[config.mk]
export PLATFORM = sky130hd
export DESIGN_NAME = audio_board_top
export DESIGN_NICKNAME = d
export VERILOG_FILES = /design/src/source/audio_pkg.sv /design/src/source/audio_sample_if.sv /design/src/source/audio_board_top.sv /design/src/source/i2s_audio_transmitter.sv /design/src/source/i2s_mic_receiver.sv /design/src/source/sound_gain_stage.sv
export VERILOG_INCLUDE_DIRS = /design/src /design/src/source
export SDC_FILE = /design/constraint.sdc
export NUM_CORES = 1
export LEC_CHECK = 0
export BUFFER_PORTS_ARGS = -buffer_cell sky130_fd_sc_hd__buf_2
export CAP_MARGIN = 20
export CORE_AREA = 2 2 82 143
export DETAILED_ROUTE_END_ITERATION = 16
export DIE_AREA = 0 0 84 145
export PLACE_DENSITY = 0.77
export SYNTH_ARGS = -nofsm -noshare
export SYNTH_HDL_FRONTEND = slang
export SYNTH_SLANG_ARGS = --single-unit
export TNS_END_PERCENT = 1
[constraint.sdc]
create_clock -name clk -period 4.1 [get_ports clk]
set_input_delay 0.82 -clock clk [delete_from_list [all_inputs] [get_ports clk]]
set_output_delay 0.82 -clock clk [all_outputs]
set_load 0.03 [all_outputs]
[src/source/audio_defs.svh]
`ifndef AUDIO_DEFS_SVH
`define AUDIO_DEFS_SVH

// ------------------------------------------------------------
// Sample widths
// ------------------------------------------------------------

`define W_MIC       24  // INMP441 word
`define W_SOUND     16  // DAC word

// ------------------------------------------------------------
// Serial timing
// ------------------------------------------------------------

`define SCK_DIV     4   // System clocks per half sck or bclk
`define SLOT_BITS   32  // Bit clocks in one channel slot

`define CLIP_CNT_W  7   // Clip counter, shown on led[6:0]

`endif

[src/source/audio_pkg.sv]
`include "audio_defs.svh"

package audio_pkg;

    // ------------------------------------------------------------
    // Sample words
    // ------------------------------------------------------------

    typedef logic signed [`W_MIC   - 1:0] mic_sample_t;    // Raw microphone word
    typedef logic signed [`W_SOUND - 1:0] sound_sample_t;  // Word sent to the DAC

    // Gain selection, taken from sw[1:0]
    typedef enum logic [1:0]
    {
        op_pass  = 2'd0,  // Top 16 bits
        op_boost = 2'd1,  // x4 with saturation
        op_cut   = 2'd2,  // Arithmetic /4
        op_mute  = 2'd3   // Silence
    } gain_op_e;

    // ------------------------------------------------------------
    // FSM states
    // ------------------------------------------------------------

    typedef enum logic [1:0] {idle_slot, shift_in, offer} rx_state_e;

    typedef enum logic [1:0] {wait_edge, delay_bit, shift_out, pad} tx_state_e;

    // Source side of a four-phase link
    typedef enum logic [1:0] {idle, wait_ack, wait_release} link_state_e;

endpackage

[src/source/audio_sample_if.sv]
`timescale 1ns/1ps
`include "audio_defs.svh"

// One sample between two pipeline stages, four-phase req/ack
interface audio_sample_if
#(
    parameter int W = `W_SOUND  // Mic width on the first link
);

    logic         req;    // Source has a word
    logic         ack;    // Sink took it
    logic [W-1:0] data;   // Held while req is high
    logic         right;  // Channel flag, 1 for right

    modport source
    (
        output req,
        output data,
        output right,
        input  ack
    );

    modport sink
    (
        input  req,
        input  data,
        input  right,
        output ack
    );

endinterface

[src/source/audio_board_top.sv]
`timescale 1ns/1ps
`include "audio_defs.svh"

module audio_board_top
(
    input  logic       clk,
    input  logic       rst,
    input  logic [1:0] sw,         // Gain opcode
    input  logic       mic_sd,
    output logic       mic_sck,
    output logic       mic_ws,
    output logic       mic_lr,
    output logic       dac_bclk,
    output logic       dac_lrclk,
    output logic       dac_sdata,
    output logic [7:0] led         // Overrun and clip count
);
    import audio_pkg::*;

    logic                    overrun;
    logic [`CLIP_CNT_W - 1:0] clip_count;

    // ------------------------------------------------------------
    // Inter-stage links
    // ------------------------------------------------------------

    audio_sample_if #(.W(`W_MIC)) mic_link ();  // Receiver to gain
    audio_sample_if               snd_link ();  // Gain to DAC

    // ------------------------------------------------------------
    // Pipeline
    // ------------------------------------------------------------

    i2s_mic_receiver i_mic_receiver
    (
        .clk     ( clk      ),
        .rst     ( rst      ),
        .sd      ( mic_sd   ),
        .sck     ( mic_sck  ),
        .ws      ( mic_ws   ),
        .lr      ( mic_lr   ),
        .overrun ( overrun  ),
        .out     ( mic_link )
    );

    sound_gain_stage i_gain_stage
    (
        .clk        ( clk             ),
        .rst        ( rst             ),
        .op         ( gain_op_e'(sw)  ),
        .in         ( mic_link        ),
        .out        ( snd_link        ),
        .clip_count ( clip_count      )
    );

    i2s_audio_transmitter i_audio_transmitter
    (
        .clk   ( clk       ),
        .rst   ( rst       ),
        .in    ( snd_link  ),
        .bclk  ( dac_bclk  ),
        .lrclk ( dac_lrclk ),
        .sdata ( dac_sdata )
    );

    assign led = {overrun, clip_count};  // led[7] overrun, led[6:0] clips

endmodule

[src/source/i2s_audio_transmitter.sv]
`timescale 1ns/1ps
`include "audio_defs.svh"

module i2s_audio_transmitter
(
    input  logic         clk,
    input  logic         rst,
    audio_sample_if.sink in,
    output logic         bclk,
    output logic         lrclk,
    output logic         sdata
);
    import audio_pkg::*;

    localparam int                 div_w     = $clog2(`SCK_DIV);
    localparam int                 pos_w     = $clog2(`SLOT_BITS);
    localparam logic [div_w - 1:0] div_last  = div_w'(`SCK_DIV - 1);
    localparam logic [pos_w - 1:0] slot_last = pos_w'(`SLOT_BITS - 1);
    localparam logic [pos_w - 1:0] data_end  = pos_w'(`W_SOUND);  // Last data bit done

    logic [div_w - 1:0] div_cnt;
    logic [pos_w    :0] frame_cnt;
    logic               bclk_fall;
    logic               slot_edge;   // lrclk about to toggle
    logic               load_ch;     // Channel of the starting slot
    logic               accept;
    logic [1:0]         pend_valid;  // Index 1 is right
    sound_sample_t      pend_data [2];
    sound_sample_t      shreg;
    tx_state_e          state;

    // ------------------------------------------------------------
    // bclk and lrclk
    // ------------------------------------------------------------

    assign bclk_fall = (div_cnt == div_last) && bclk;
    assign slot_edge = bclk_fall && (frame_cnt[pos_w - 1:0] == slot_last);
    assign load_ch   = ~frame_cnt[pos_w];
    assign lrclk     = frame_cnt[pos_w];  // Low is left

    always_ff @(posedge clk or posedge rst)
    begin
        if (rst)
        begin
            div_cnt   <= '0;
            bclk      <= 1'b0;
            frame_cnt <= '0;
        end
        else
        begin
            if (div_cnt == div_last)
            begin
                div_cnt <= '0;
                bclk    <= ~bclk;
            end
            else
                div_cnt <= div_cnt + 1'b1;

            if (bclk_fall)
                frame_cnt <= frame_cnt + 1'b1;
        end
    end

    // ------------------------------------------------------------
    // Pending words, one per channel
    // ------------------------------------------------------------

    assign accept = in.req && !in.ack && !pend_valid[in.right];

    always_ff @(posedge clk or posedge rst)
    begin
        if (rst)
        begin
            in.ack     <= 1'b0;
            pend_valid <= '0;
        end
        else
        begin
            if (slot_edge)
                pend_valid[load_ch] <= 1'b0;  // Moved to the shifter
            if (accept)
            begin
                in.ack              <= 1'b1;
                pend_valid[in.right] <= 1'b1;  // Goes out in the next slot
            end
            else if (in.ack && !in.req)
                in.ack <= 1'b0;
        end
    end

    always_ff @(posedge clk)
    begin
        if (accept)
            pend_data[in.right] <= in.data;
    end

    // ------------------------------------------------------------
    // Serializer
    // ------------------------------------------------------------

    always_ff @(posedge clk)
    begin
        if (slot_edge)
            shreg <= pend_valid[load_ch] ? pend_data[load_ch] : '0;  // Zero if empty
        else if (bclk_fall && (state == delay_bit || state == shift_out))
            shreg <= shreg << 1;
    end

    always_ff @(posedge clk or posedge rst)
    begin
        if (rst)
        begin
            state <= wait_edge;
            sdata <= 1'b0;
        end
        else
        begin
            case (state)
                wait_edge: if (slot_edge) state <= delay_bit;  // First full slot
                delay_bit:
                    if (bclk_fall)
                    begin
                        sdata <= shreg[`W_SOUND - 1];  // MSB one bclk after lrclk
                        state <= shift_out;
                    end
                shift_out:
                    if (bclk_fall)
                    begin
                        if (frame_cnt[pos_w - 1:0] == data_end)
                        begin
                            sdata <= 1'b0;
                            state <= pad;
                        end
                        else
                            sdata <= shreg[`W_SOUND - 1];
                    end
                pad:       if (slot_edge) state <= delay_bit;
                default:   state <= wait_edge;
            endcase
        end
    end

    ack_follows_release: assert property (@(posedge clk) disable iff (rst)
        (in.ack && !in.req) |=> !(in.ack && !in.req))
        else $error("snd link ack held after req release");

endmodule

[src/source/i2s_mic_receiver.sv]
`timescale 1ns/1ps
`include "audio_defs.svh"

module i2s_mic_receiver
(
    input  logic           clk,
    input  logic           rst,
    input  logic           sd,       // Shared data line of both mics
    output logic           sck,
    output logic           ws,
    output logic           lr,
    output logic           overrun,  // Sticky, word dropped
    audio_sample_if.source out
);
    import audio_pkg::*;

    localparam int                 div_w     = $clog2(`SCK_DIV);
    localparam int                 pos_w     = $clog2(`SLOT_BITS);
    localparam logic [div_w - 1:0] div_last  = div_w'(`SCK_DIV - 1);
    localparam logic [pos_w - 1:0] first_bit = pos_w'(1);       // MSB on 2nd rising edge
    localparam logic [pos_w - 1:0] last_bit  = pos_w'(`W_MIC);  // 24th bit

    logic [div_w - 1:0] div_cnt;
    logic [pos_w    :0] frame_cnt;  // Upper bit is the slot
    logic [pos_w - 1:0] slot_pos;
    logic               sck_rise;
    logic               sck_fall;
    logic               shift_en;
    rx_state_e          state;
    link_state_e        link;
    mic_sample_t        shreg;

    // ------------------------------------------------------------
    // sck and ws generation
    // ------------------------------------------------------------

    assign sck_rise = (div_cnt == div_last) && !sck;  // sck about to rise
    assign sck_fall = (div_cnt == div_last) && sck;
    assign slot_pos = frame_cnt[pos_w - 1:0];
    assign ws       = frame_cnt[pos_w];               // Low is left slot
    assign lr       = 1'b0;                           // This mic answers when ws is low

    always_ff @(posedge clk or posedge rst)
    begin
        if (rst)
        begin
            div_cnt   <= '0;
            sck       <= 1'b0;
            frame_cnt <= '0;
        end
        else
        begin
            if (div_cnt == div_last)
            begin
                div_cnt <= '0;
                sck     <= ~sck;
            end
            else
                div_cnt <= div_cnt + 1'b1;

            if (sck_fall)
                frame_cnt <= frame_cnt + 1'b1;  // ws changes with falling sck
        end
    end

    // ------------------------------------------------------------
    // Deserializer
    // ------------------------------------------------------------

    assign shift_en = sck_rise
                    && ((state == idle_slot && slot_pos == first_bit) || state == shift_in);

    always_ff @(posedge clk or posedge rst)
    begin
        if (rst)
            state <= idle_slot;
        else
        begin
            case (state)
                idle_slot: if (sck_rise && slot_pos == first_bit) state <= shift_in;
                shift_in:  if (sck_rise && slot_pos == last_bit)  state <= offer;
                offer:     state <= idle_slot;  // One clock to hand over
                default:   state <= idle_slot;
            endcase
        end
    end

    always_ff @(posedge clk)
    begin
        if (shift_en)
            shreg <= {shreg[`W_MIC - 2:0], sd};  // MSB first
    end

    // ------------------------------------------------------------
    // Downstream link
    // ------------------------------------------------------------

    always_ff @(posedge clk or posedge rst)
    begin
        if (rst)
        begin
            link    <= idle;
            out.req <= 1'b0;
            overrun <= 1'b0;
        end
        else
        begin
            case (link)
                idle:
                    if (state == offer)
                    begin
                        out.req <= 1'b1;
                        link    <= wait_ack;
                    end
                wait_ack:
                    if (out.ack)
                    begin
                        out.req <= 1'b0;
                        link    <= wait_release;
                    end
                wait_release:
                    if (!out.ack) link <= idle;  // Sink released, link free
                default:
                    link <= idle;
            endcase

            if (state == offer && link != idle)
                overrun <= 1'b1;  // Previous word still pending, new one lost
        end
    end

    always_ff @(posedge clk)
    begin
        if (state == offer && link == idle)
        begin
            out.data  <= shreg;
            out.right <= ws;  // Still inside the word's slot
        end
    end

    req_held_until_ack: assert property (@(posedge clk) disable iff (rst)
        out.req && !out.ack |=> out.req)
        else $error("mic link req dropped before ack");

endmodule

[src/source/sound_gain_stage.sv]
`timescale 1ns/1ps
`include "audio_defs.svh"

module sound_gain_stage
(
    input  logic                      clk,
    input  logic                      rst,
    input  audio_pkg::gain_op_e       op,
    audio_sample_if.sink              in,
    audio_sample_if.source            out,
    output logic [`CLIP_CNT_W - 1:0]  clip_count
);
    import audio_pkg::*;

    logic          full;       // Holding a captured word
    logic          take;       // Accept the word on the input link
    logic          launch;     // Forward the result downstream
    mic_sample_t   smp;
    logic          smp_right;
    gain_op_e      op_q;       // Opcode latched with the sample
    link_state_e   link;
    sound_sample_t gained;
    logic          clipped;
    logic [2:0]    top3;       // Bits lost by x4

    // ------------------------------------------------------------
    // Gain datapath
    // ------------------------------------------------------------

    assign top3 = smp[`W_MIC - 1 -: 3];

    always_comb
    begin
        gained  = '0;
        clipped = 1'b0;
        case (op_q)
            op_pass:
                gained = smp[`W_MIC - 1 -: `W_SOUND];
            op_boost:
                if (top3 == 3'b000 || top3 == 3'b111)
                    gained = smp[`W_MIC - 3 -: `W_SOUND];  // Fits after x4
                else
                begin
                    gained  = {smp[`W_MIC - 1], {(`W_SOUND - 1){~smp[`W_MIC - 1]}}};
                    clipped = 1'b1;  // Full scale of the input sign
                end
            op_cut:
                gained = {{2{smp[`W_MIC - 1]}}, smp[`W_MIC - 1 -: `W_SOUND - 2]};
            default:
                gained = '0;  // Mute
        endcase
    end

    // ------------------------------------------------------------
    // Input link
    // ------------------------------------------------------------

    assign take   = in.req && !in.ack && !full;     // Stalls while a word waits
    assign launch = (link == idle) && full && !in.ack;  // Only after release

    always_ff @(posedge clk or posedge rst)
    begin
        if (rst)
        begin
            in.ack <= 1'b0;
            full   <= 1'b0;
        end
        else
        begin
            if (take)
            begin
                in.ack <= 1'b1;
                full   <= 1'b1;
            end
            else if (in.ack && !in.req)
                in.ack <= 1'b0;  // Release done

            if (launch)
                full <= 1'b0;
        end
    end

    always_ff @(posedge clk)
    begin
        if (take)
        begin
            smp       <= in.data;
            smp_right <= in.right;
            op_q      <= op;  // sw sampled at accept
        end
    end

    // ------------------------------------------------------------
    // Output link and clip counter
    // ------------------------------------------------------------

    always_ff @(posedge clk or posedge rst)
    begin
        if (rst)
        begin
            link       <= idle;
            out.req    <= 1'b0;
            clip_count <= '0;
        end
        else
        begin
            case (link)
                idle:
                    if (launch)
                    begin
                        out.req <= 1'b1;
                        link    <= wait_ack;
                        if (clipped && clip_count != '1)
                            clip_count <= clip_count + 1'b1;  // Holds at max
                    end
                wait_ack:
                    if (out.ack)
                    begin
                        out.req <= 1'b0;
                        link    <= wait_release;
                    end
                wait_release:
                    if (!out.ack) link <= idle;
                default:
                    link <= idle;
            endcase
        end
    end

    always_ff @(posedge clk)
    begin
        if (launch)
        begin
            out.data  <= gained;
            out.right <= smp_right;
        end
    end

    snd_data_stable: assert property (@(posedge clk) disable iff (rst)
        out.req |=> !out.req || ($stable(out.data) && $stable(out.right)))
        else $error("gain output changed while req high");

endmodule

==> results of run 1 <==
[layout make-up]
cell class | instances | area share (%)
Clock buffer | 20 | 5.88
Multi-Input combinational cell | 222 | 20.8
Clock inverter | 9 | 1.99
Sequential cell | 171 | 66.3
Inverter | 15 | 0.758
Timing Repair Buffer | 25 | 1.96
Tap cell | 132 | 2.22
[path summary, 6_finish.rpt]
kind	endpoint	startpoint	slack, ns
hold reg to reg	i_gain_stage.smp[23]	i_mic_receiver.out.data[23]	0.42
setup reg to reg	i_gain_stage.out.data[12]	i_gain_stage.op_q[1]	1.72
max in group asynchronous	i_mic_receiver.frame_cnt[2]	rst	3.22
min in group asynchronous	i_audio_transmitter.bclk	rst	0.52
setup / recovery	dac_lrclk	i_audio_transmitter.frame_cnt[5]	1.54
hold / removal	i_gain_stage.smp[23]	i_mic_receiver.out.data[23]	0.42
[power by group through the flow]
stage          logic [mW]  clock network, mW  registers [mW]
3_3_place_gp       0.0119                  0            1.88
6_report           0.0117               1.60            1.84
3_5_place_dp       0.0124                  0            1.88
5_1_grt            0.0135               1.69            1.84
2_1_floorplan     0.00801                  0            1.88
4_1_cts            0.0125               1.63            1.84
[per-stage QoR]
stage / util [%] / instances / hold slack, ns / instance area (um^2)
final: 67.2 / 594 / 0.419 / 7420
after global routing: 67.2 / 594 / 0.429 / 7420
after CTS: 67.2 / 594 / 0.420 / 7420
after detailed placement: 62.0 / 565 / 0.405 / 6840
after global placement: 62.0 / 565 / 0.400 / 6840
after floorplan: - / 423 / 0.400 / 6570
[layer usage]
layer  vias to the layer above  track usage (%)  wire length, um
met3                        25             5.29              359
met5                         -                0                0
li1                       1607                -                -
met2                        66             30.7             5390
met1                      1651             18.5             3780
met4                         0             10.2              370
[sequential cells by signal, indices dropped and copies added (netlist names), 2 cells and up]
| signal | count |
|---|---|
| i_gain_stage.op_q | 2 |
| i_audio_transmitter.pend_data | 32 |
| i_audio_transmitter.state | 2 |
| i_audio_transmitter.frame_cnt | 6 |
| i_mic_receiver.div_cnt | 2 |
| i_mic_receiver.out.data | 18 |
| i_mic_receiver.frame_cnt | 6 |
| i_gain_stage.smp | 18 |
| i_audio_transmitter.div_cnt | 2 |
| i_gain_stage.link | 2 |
| i_gain_stage.out.data | 16 |
| i_gain_stage.clip_count | 7 |
| i_mic_receiver.shreg | 24 |
| i_audio_transmitter.shreg | 16 |
| i_audio_transmitter.pend_valid | 2 |
| i_mic_receiver.state | 2 |
| i_mic_receiver.link | 2 |
[cells by family (layout without fill, tap and decap cells)]
| group | Yosys count | count (layout) | synth area share, % |
|---|---|---|---|
| multiplexers | 34 | 34 | 5.31 |
| AO/OA/AOI/OAI | 77 | 77 | 7.05 |
| other | 1 | 1 | 0.0571 |
| XOR/XNOR | 15 | 15 | 2.00 |
| AND/OR/NAND/NOR | 84 | 84 | 6.63 |
| buffers and inverters | 30 | 69 | 1.90 |
| adder cells (fa/ha/maj) | 11 | 11 | 2.09 |
| flip-flops | 171 | 171 | 75.0 |
[cell usage after synthesis (3+ instances only)]
cell type,count
edfxtp_1,129
o21ai_0,43
dfrtp_1,42
nand2_1,31
mux2i_1,27
nor2_1,16
inv_1,15
ha_1,11
clkbuf_1,9
xor2_1,8
mux2_2,7
xnor2_1,7
a21boi_0,6
a21oi_1,6
nand2b_1,6
o21bai_1,5
buf_2,4
nand4_1,4
nor3_1,4
a22oi_1,3
and2_1,3
nand3_1,3
nor3b_1,3
o22ai_1,3
==> results.json, run 1 <==
{
  "path_clk_slew_ns": 0.06,
  "cts_max_path_buffers": 2,
  "critical_path_class": "reg -> out",
  "drv_cap": 0,
  "grt_pass1_wl_um": 16500,
  "p_int_mw": 2.85,
  "synth-edff-count": 129,
  "critPathTopFamily": "flip-flops",
  "antenna_found_initial": 0,
  "nFillCells": 734,
  "ios": 19,
  "htreeDepth": 4,
  "end_kind": "output pin",
  "worst_slew_pin_slew_ns": 0.979,
  "dr.pass1.iters": 4,
  "synthTopCellsByArea": "edfxtp_1 (59%), dfrtp_1 (16%), mux2i_1 (4.1%)",
  "core-area_mm2": 0.0110,
  "hold_buffers": 0,
  "grt_pass1_vias": 3495,
  "grt_max_degree": 43,
  "worst-path-buf-inv": 1,
  "mostFrequentLayoutCells": "edfxtp_1 (129), o21ai_0 (43), dfrtp_1 (42)",
  "gp_congestion": 0.747,
  "synth_nets": 439,
  "finalCriticalPeriod_ns": 2.56,
  "hold_violations": 0,
  "p_switching_uw": 608,
  "period_share_pct": 62.4,
  "synth-seq-cells": 171,
  "path_max_fanout": 21,
  "insertedDiodeCount": 0,
  "die-width_um": 84,
  "layout-drive-gt1-share_pct": 14.9,
  "setup_viol": 0,
  "syn_inst": 423,
  "start_kind": "register",
  "cts_num_sinks": 171,
  "grt_use_total_pct": 17.6,
  "p_seq_share_pct": 53.3,
  "total_power_mw": 3.46,
  "drt_iter0_drc": 222,
  "cts-resized-gates": 0,
  "hold_path_class": "reg -> reg",
  "wl_um": 9900,
  "fp.dieH_um": 145,
  "num_rows": 51,
  "drc": 0,
  "share_comb_of_total_power_pct": 0.3,
  "final_common_cell": "edfxtp_1",
  "postRouteAntennaNets": 0,
  "max_stage_delay_ns": 0.98,
  "clock_latency_ns": 0.42,
  "critPathRequiredTime_ns": 3.28,
  "ys.flop_type": "edfxtp_1",
  "cts_tree": "built",
  "cts_setup_buffers": 0,
  "start_util_pct": 59.5,
  "max_freq_mhz": 391,
  "vias": 3349,
  "multiInputGateArea_mm2": 0.00155,
  "skew_ns": 0.00789,
  "synth_top_cell_by_area": "edfxtp_1",
  "dieArea_mm2": 0.0122,
  "run_status": "complete, no violations",
  "synth_area_mm2": 0.00657,
  "routedWlPerCell_um": 16.7,
  "dpl_worst_slack_ns": 1.83,
  "portBuffers": 17,
  "synth-async-reset-ratio_pct": 24.6,
  "cp.depth": 1,
  "relSlewSlack_pct": 34.7,
  "rsz0062_at_grt": "no",
  "clkPwrFrac_pct": 46.4,
  "crit_chain": "buf_2",
  "grt_overflow": 0,
  "nNetsFinal": 468,
  "cts_root_buf": "clkbuf_16",
  "fin_ws_ns": 1.54,
  "synth_top_area_share_pct": 59.0,
  "slowest_stage": "dfrtp_1",
  "power.leakage_nw": 2.79,
  "final.setup.tns_ns": 0,
  "whs_path_depth": 0,
  "power_density_mw_per_mm2": 466,
  "yosysSeqAreaShare_pct": 75.0,
  "p_sw_share_pct": 17.6,
  "yosysWarnings": 0,
  "avgSynthCellArea_um2": 15.5,
  "seqCellArea_mm2": 0.00492,
  "vias_per_cell": 5.64,
  "slew_viol_final": 0,
  "area_delta_synth_final_pct": 13.0,
  "r2r.worst_path.cells": 4,
  "cts_made_buffers": 17,
  "ir_drop_mv": 0.422,
  "cp.arrival_ns": 1.74,
  "dp_hpwl_um": 6210,
  "synth_cell_types": 44
}
No activity file was read; power rests on OpenSTA's default activity.
==> run 2, diff against run 1 <==
- CORE_AREA: 2 2 82 143 -> 2 2 86 150
- DIE_AREA: 0 0 84 145 -> 0 0 88 152
- PLACE_DENSITY: 0.77 -> 0.73
- clock period: 4.1 -> 2 ns (I/O delays scaled with it)
==> run 2 against run 1 <==
Compared with the run above:
- die area grew 9.8%
- routed wire length fell by 10%
- non-clock buffer count rose by 6
- largest cell class unchanged
==> results.json, run 2 (same netlist as run 1, synthesis figures left out) <==
{
  "final_common_cell": "edfxtp_1",
  "cts_setup_buffers": 0,
  "regMostFlops": "i_audio_transmitter.pend_data",
  "critPathRequiredTime_ns": 2.15,
  "path_max_fanout": 16,
  "cts_num_sinks": 171,
  "ir_drop_mv": 0.695,
  "dieArea_mm2": 0.0134,
  "antenna_found_initial": 0,
  "num_rows": 54,
  "hold_violations": 0,
  "cts_root_buf": "clkbuf_16",
  "core-area_mm2": 0.0122,
  "setup_viol": 0,
  "insertedDiodeCount": 0,
  "fin_area_mm2": 0.00754,
  "finalNonFillerCells": 639,
  "grt_pass1_wl_um": 15000,
  "cp.arrival_ns": 1.97,
  "mostFrequentLayoutCells": "edfxtp_1 (129), o21ai_0 (43), dfrtp_1 (42)",
  "grt_overflow": 0,
  "layout-drive-gt1-share_pct": 17.6,
  "power.leakage_nw": 2.82,
  "start_kind": "register",
  "r2r_setup_slack_ns": 0.18,
  "cts_max_path_buffers": 2,
  "period_share_pct": 91.1,
  "ios": 19,
  "critical_path_class": "reg -> reg",
  "postRouteAntennaNets": 0,
  "vias": 3291,
  "final_core_util_pct": 61.6,
  "cts_tree": "built",
  "fp.dieH_um": 152,
  "reg_top3": "i_audio_transmitter.pend_data: 32 flops, i_mic_receiver.shreg: 24 flops",
  "finalCriticalPeriod_ns": 1.82,
  "die-width_um": 88,
  "drt_iter0_drc": 149,
  "power_density_mw_per_mm2": 930,
  "rsz0062_at_grt": "no",
  "dp_hpwl_um": 6020,
  "drv_cap": 0,
  "dp_cells": 607,
  "htreeDepth": 4,
  "gp_congestion": 0.758,
  "nNetsFinal": 474,
  "wl_um": 8870,
  "clock_latency_ns": 0.42,
  "grt_max_degree": 43,
  "largest_reg_flops": 32,
  "dr.pass1.iters": 4,
  "start_util_pct": 53.7,
  "worst_slew_pin_slew_ns": 0.532,
  "skew_ns": 0.00851,
  "routedWlPerCell_um": 13.9,
  "grt_use_total_pct": 14.5,
  "path_clk_slew_ns": 0.07,
  "holdWs_ns": 0.0969,
  "cts_made_buffers": 17,
  "area_delta_synth_final_pct": 14.7,
  "slew_viol_final": 0,
  "drc": 0,
  "max_freq_mhz": 549,
  "grt_pass1_vias": 3274,
  "end_kind": "register",
  "hold_path_class": "in -> async",
  "vias_per_cell": 5.15,
  "run_status": "complete, no violations",
  "place_area_mm2": 0.00694,
  "portBuffers": 17,
  "relSlewSlack_pct": 64.2
}
run 2: cell count changes in the layout (fill, tap and decap cells not counted), sizes merged:
cell      before  now
inv           15   20
clkinvlp       0    3
clkbuf        20   17
buf           25   31
bufinv         4    2
run 2: path summary, 6_finish.rpt:
path,from,endpoint,cells past startpoint
min reg2reg,i_mic_receiver.out.data[16],i_gain_stage.smp[16],0
max in group asynchronous,rst,i_gain_stage.clip_count[5],3
max reg2reg,i_audio_transmitter.frame_cnt[0],i_audio_transmitter.shreg[8],5
max,i_audio_transmitter.frame_cnt[0],i_audio_transmitter.shreg[8],5
min,rst,i_gain_stage.clip_count[4],3
min in group clk,mic_sd,i_mic_receiver.shreg[0],1
run 2: metrics by stage:
| stage | total power, mW | setup slack [ns] | setup TNS [ns] |
|---|---|---|---|
| 2_1_floorplan | 3.87 | -0.703 | -47.11 |
| 3_3_place_gp | 3.88 | 0.226 | 0 |
| 3_5_place_dp | 3.88 | 0.159 | 0 |
| 4_1_cts | 7.06 | 0.160 | 0 |
| 5_1_grt | 7.20 | 0.000464 | 0 |
| 6_report | 7.01 | 0.178 | 0 |
run 2: critical path, cell delays in order (launching register included):
cell	delay (ns)
dfrtp_1	0.40
ha_1	0.22
and3_1	0.15
ha_1	0.22
nand3_1	0.38
o21ai_0	0.17
run 2: routing by layer:
layer	vias up	global-route usage (%)	share of wire [%]
met5	-	0	0
met4	0	7.91	2.1
met3	12	3.97	2.5
met2	38	24.9	56
met1	1609	15.8	40
li1	1632	-	-
run 2: what timing repair did:
| item | CTS | global route |
|---|---|---|
| setup endpoints to repair | 0 | 11 |
| gates resized for setup | 0 | 2 |
| hold endpoints to repair | 0 | 0 |
| hold buffers | 0 | 0 |
run 2: final cells by class:
cell class	instances	area [um^2]
flip-flops and latches	171	4920
clock buffers	17	425
fillers	906	4690
inverters	15	56.3
repair buffers	31	203
well taps	168	210
multi-input cells	222	1560
clock inverters	15	160
run 2: power by group:
part / switching [mW] / internal (mW)
clock: 1.35 / 1.86
sequential: 0 / 3.78
combinational: 0.0197 / 0.00418
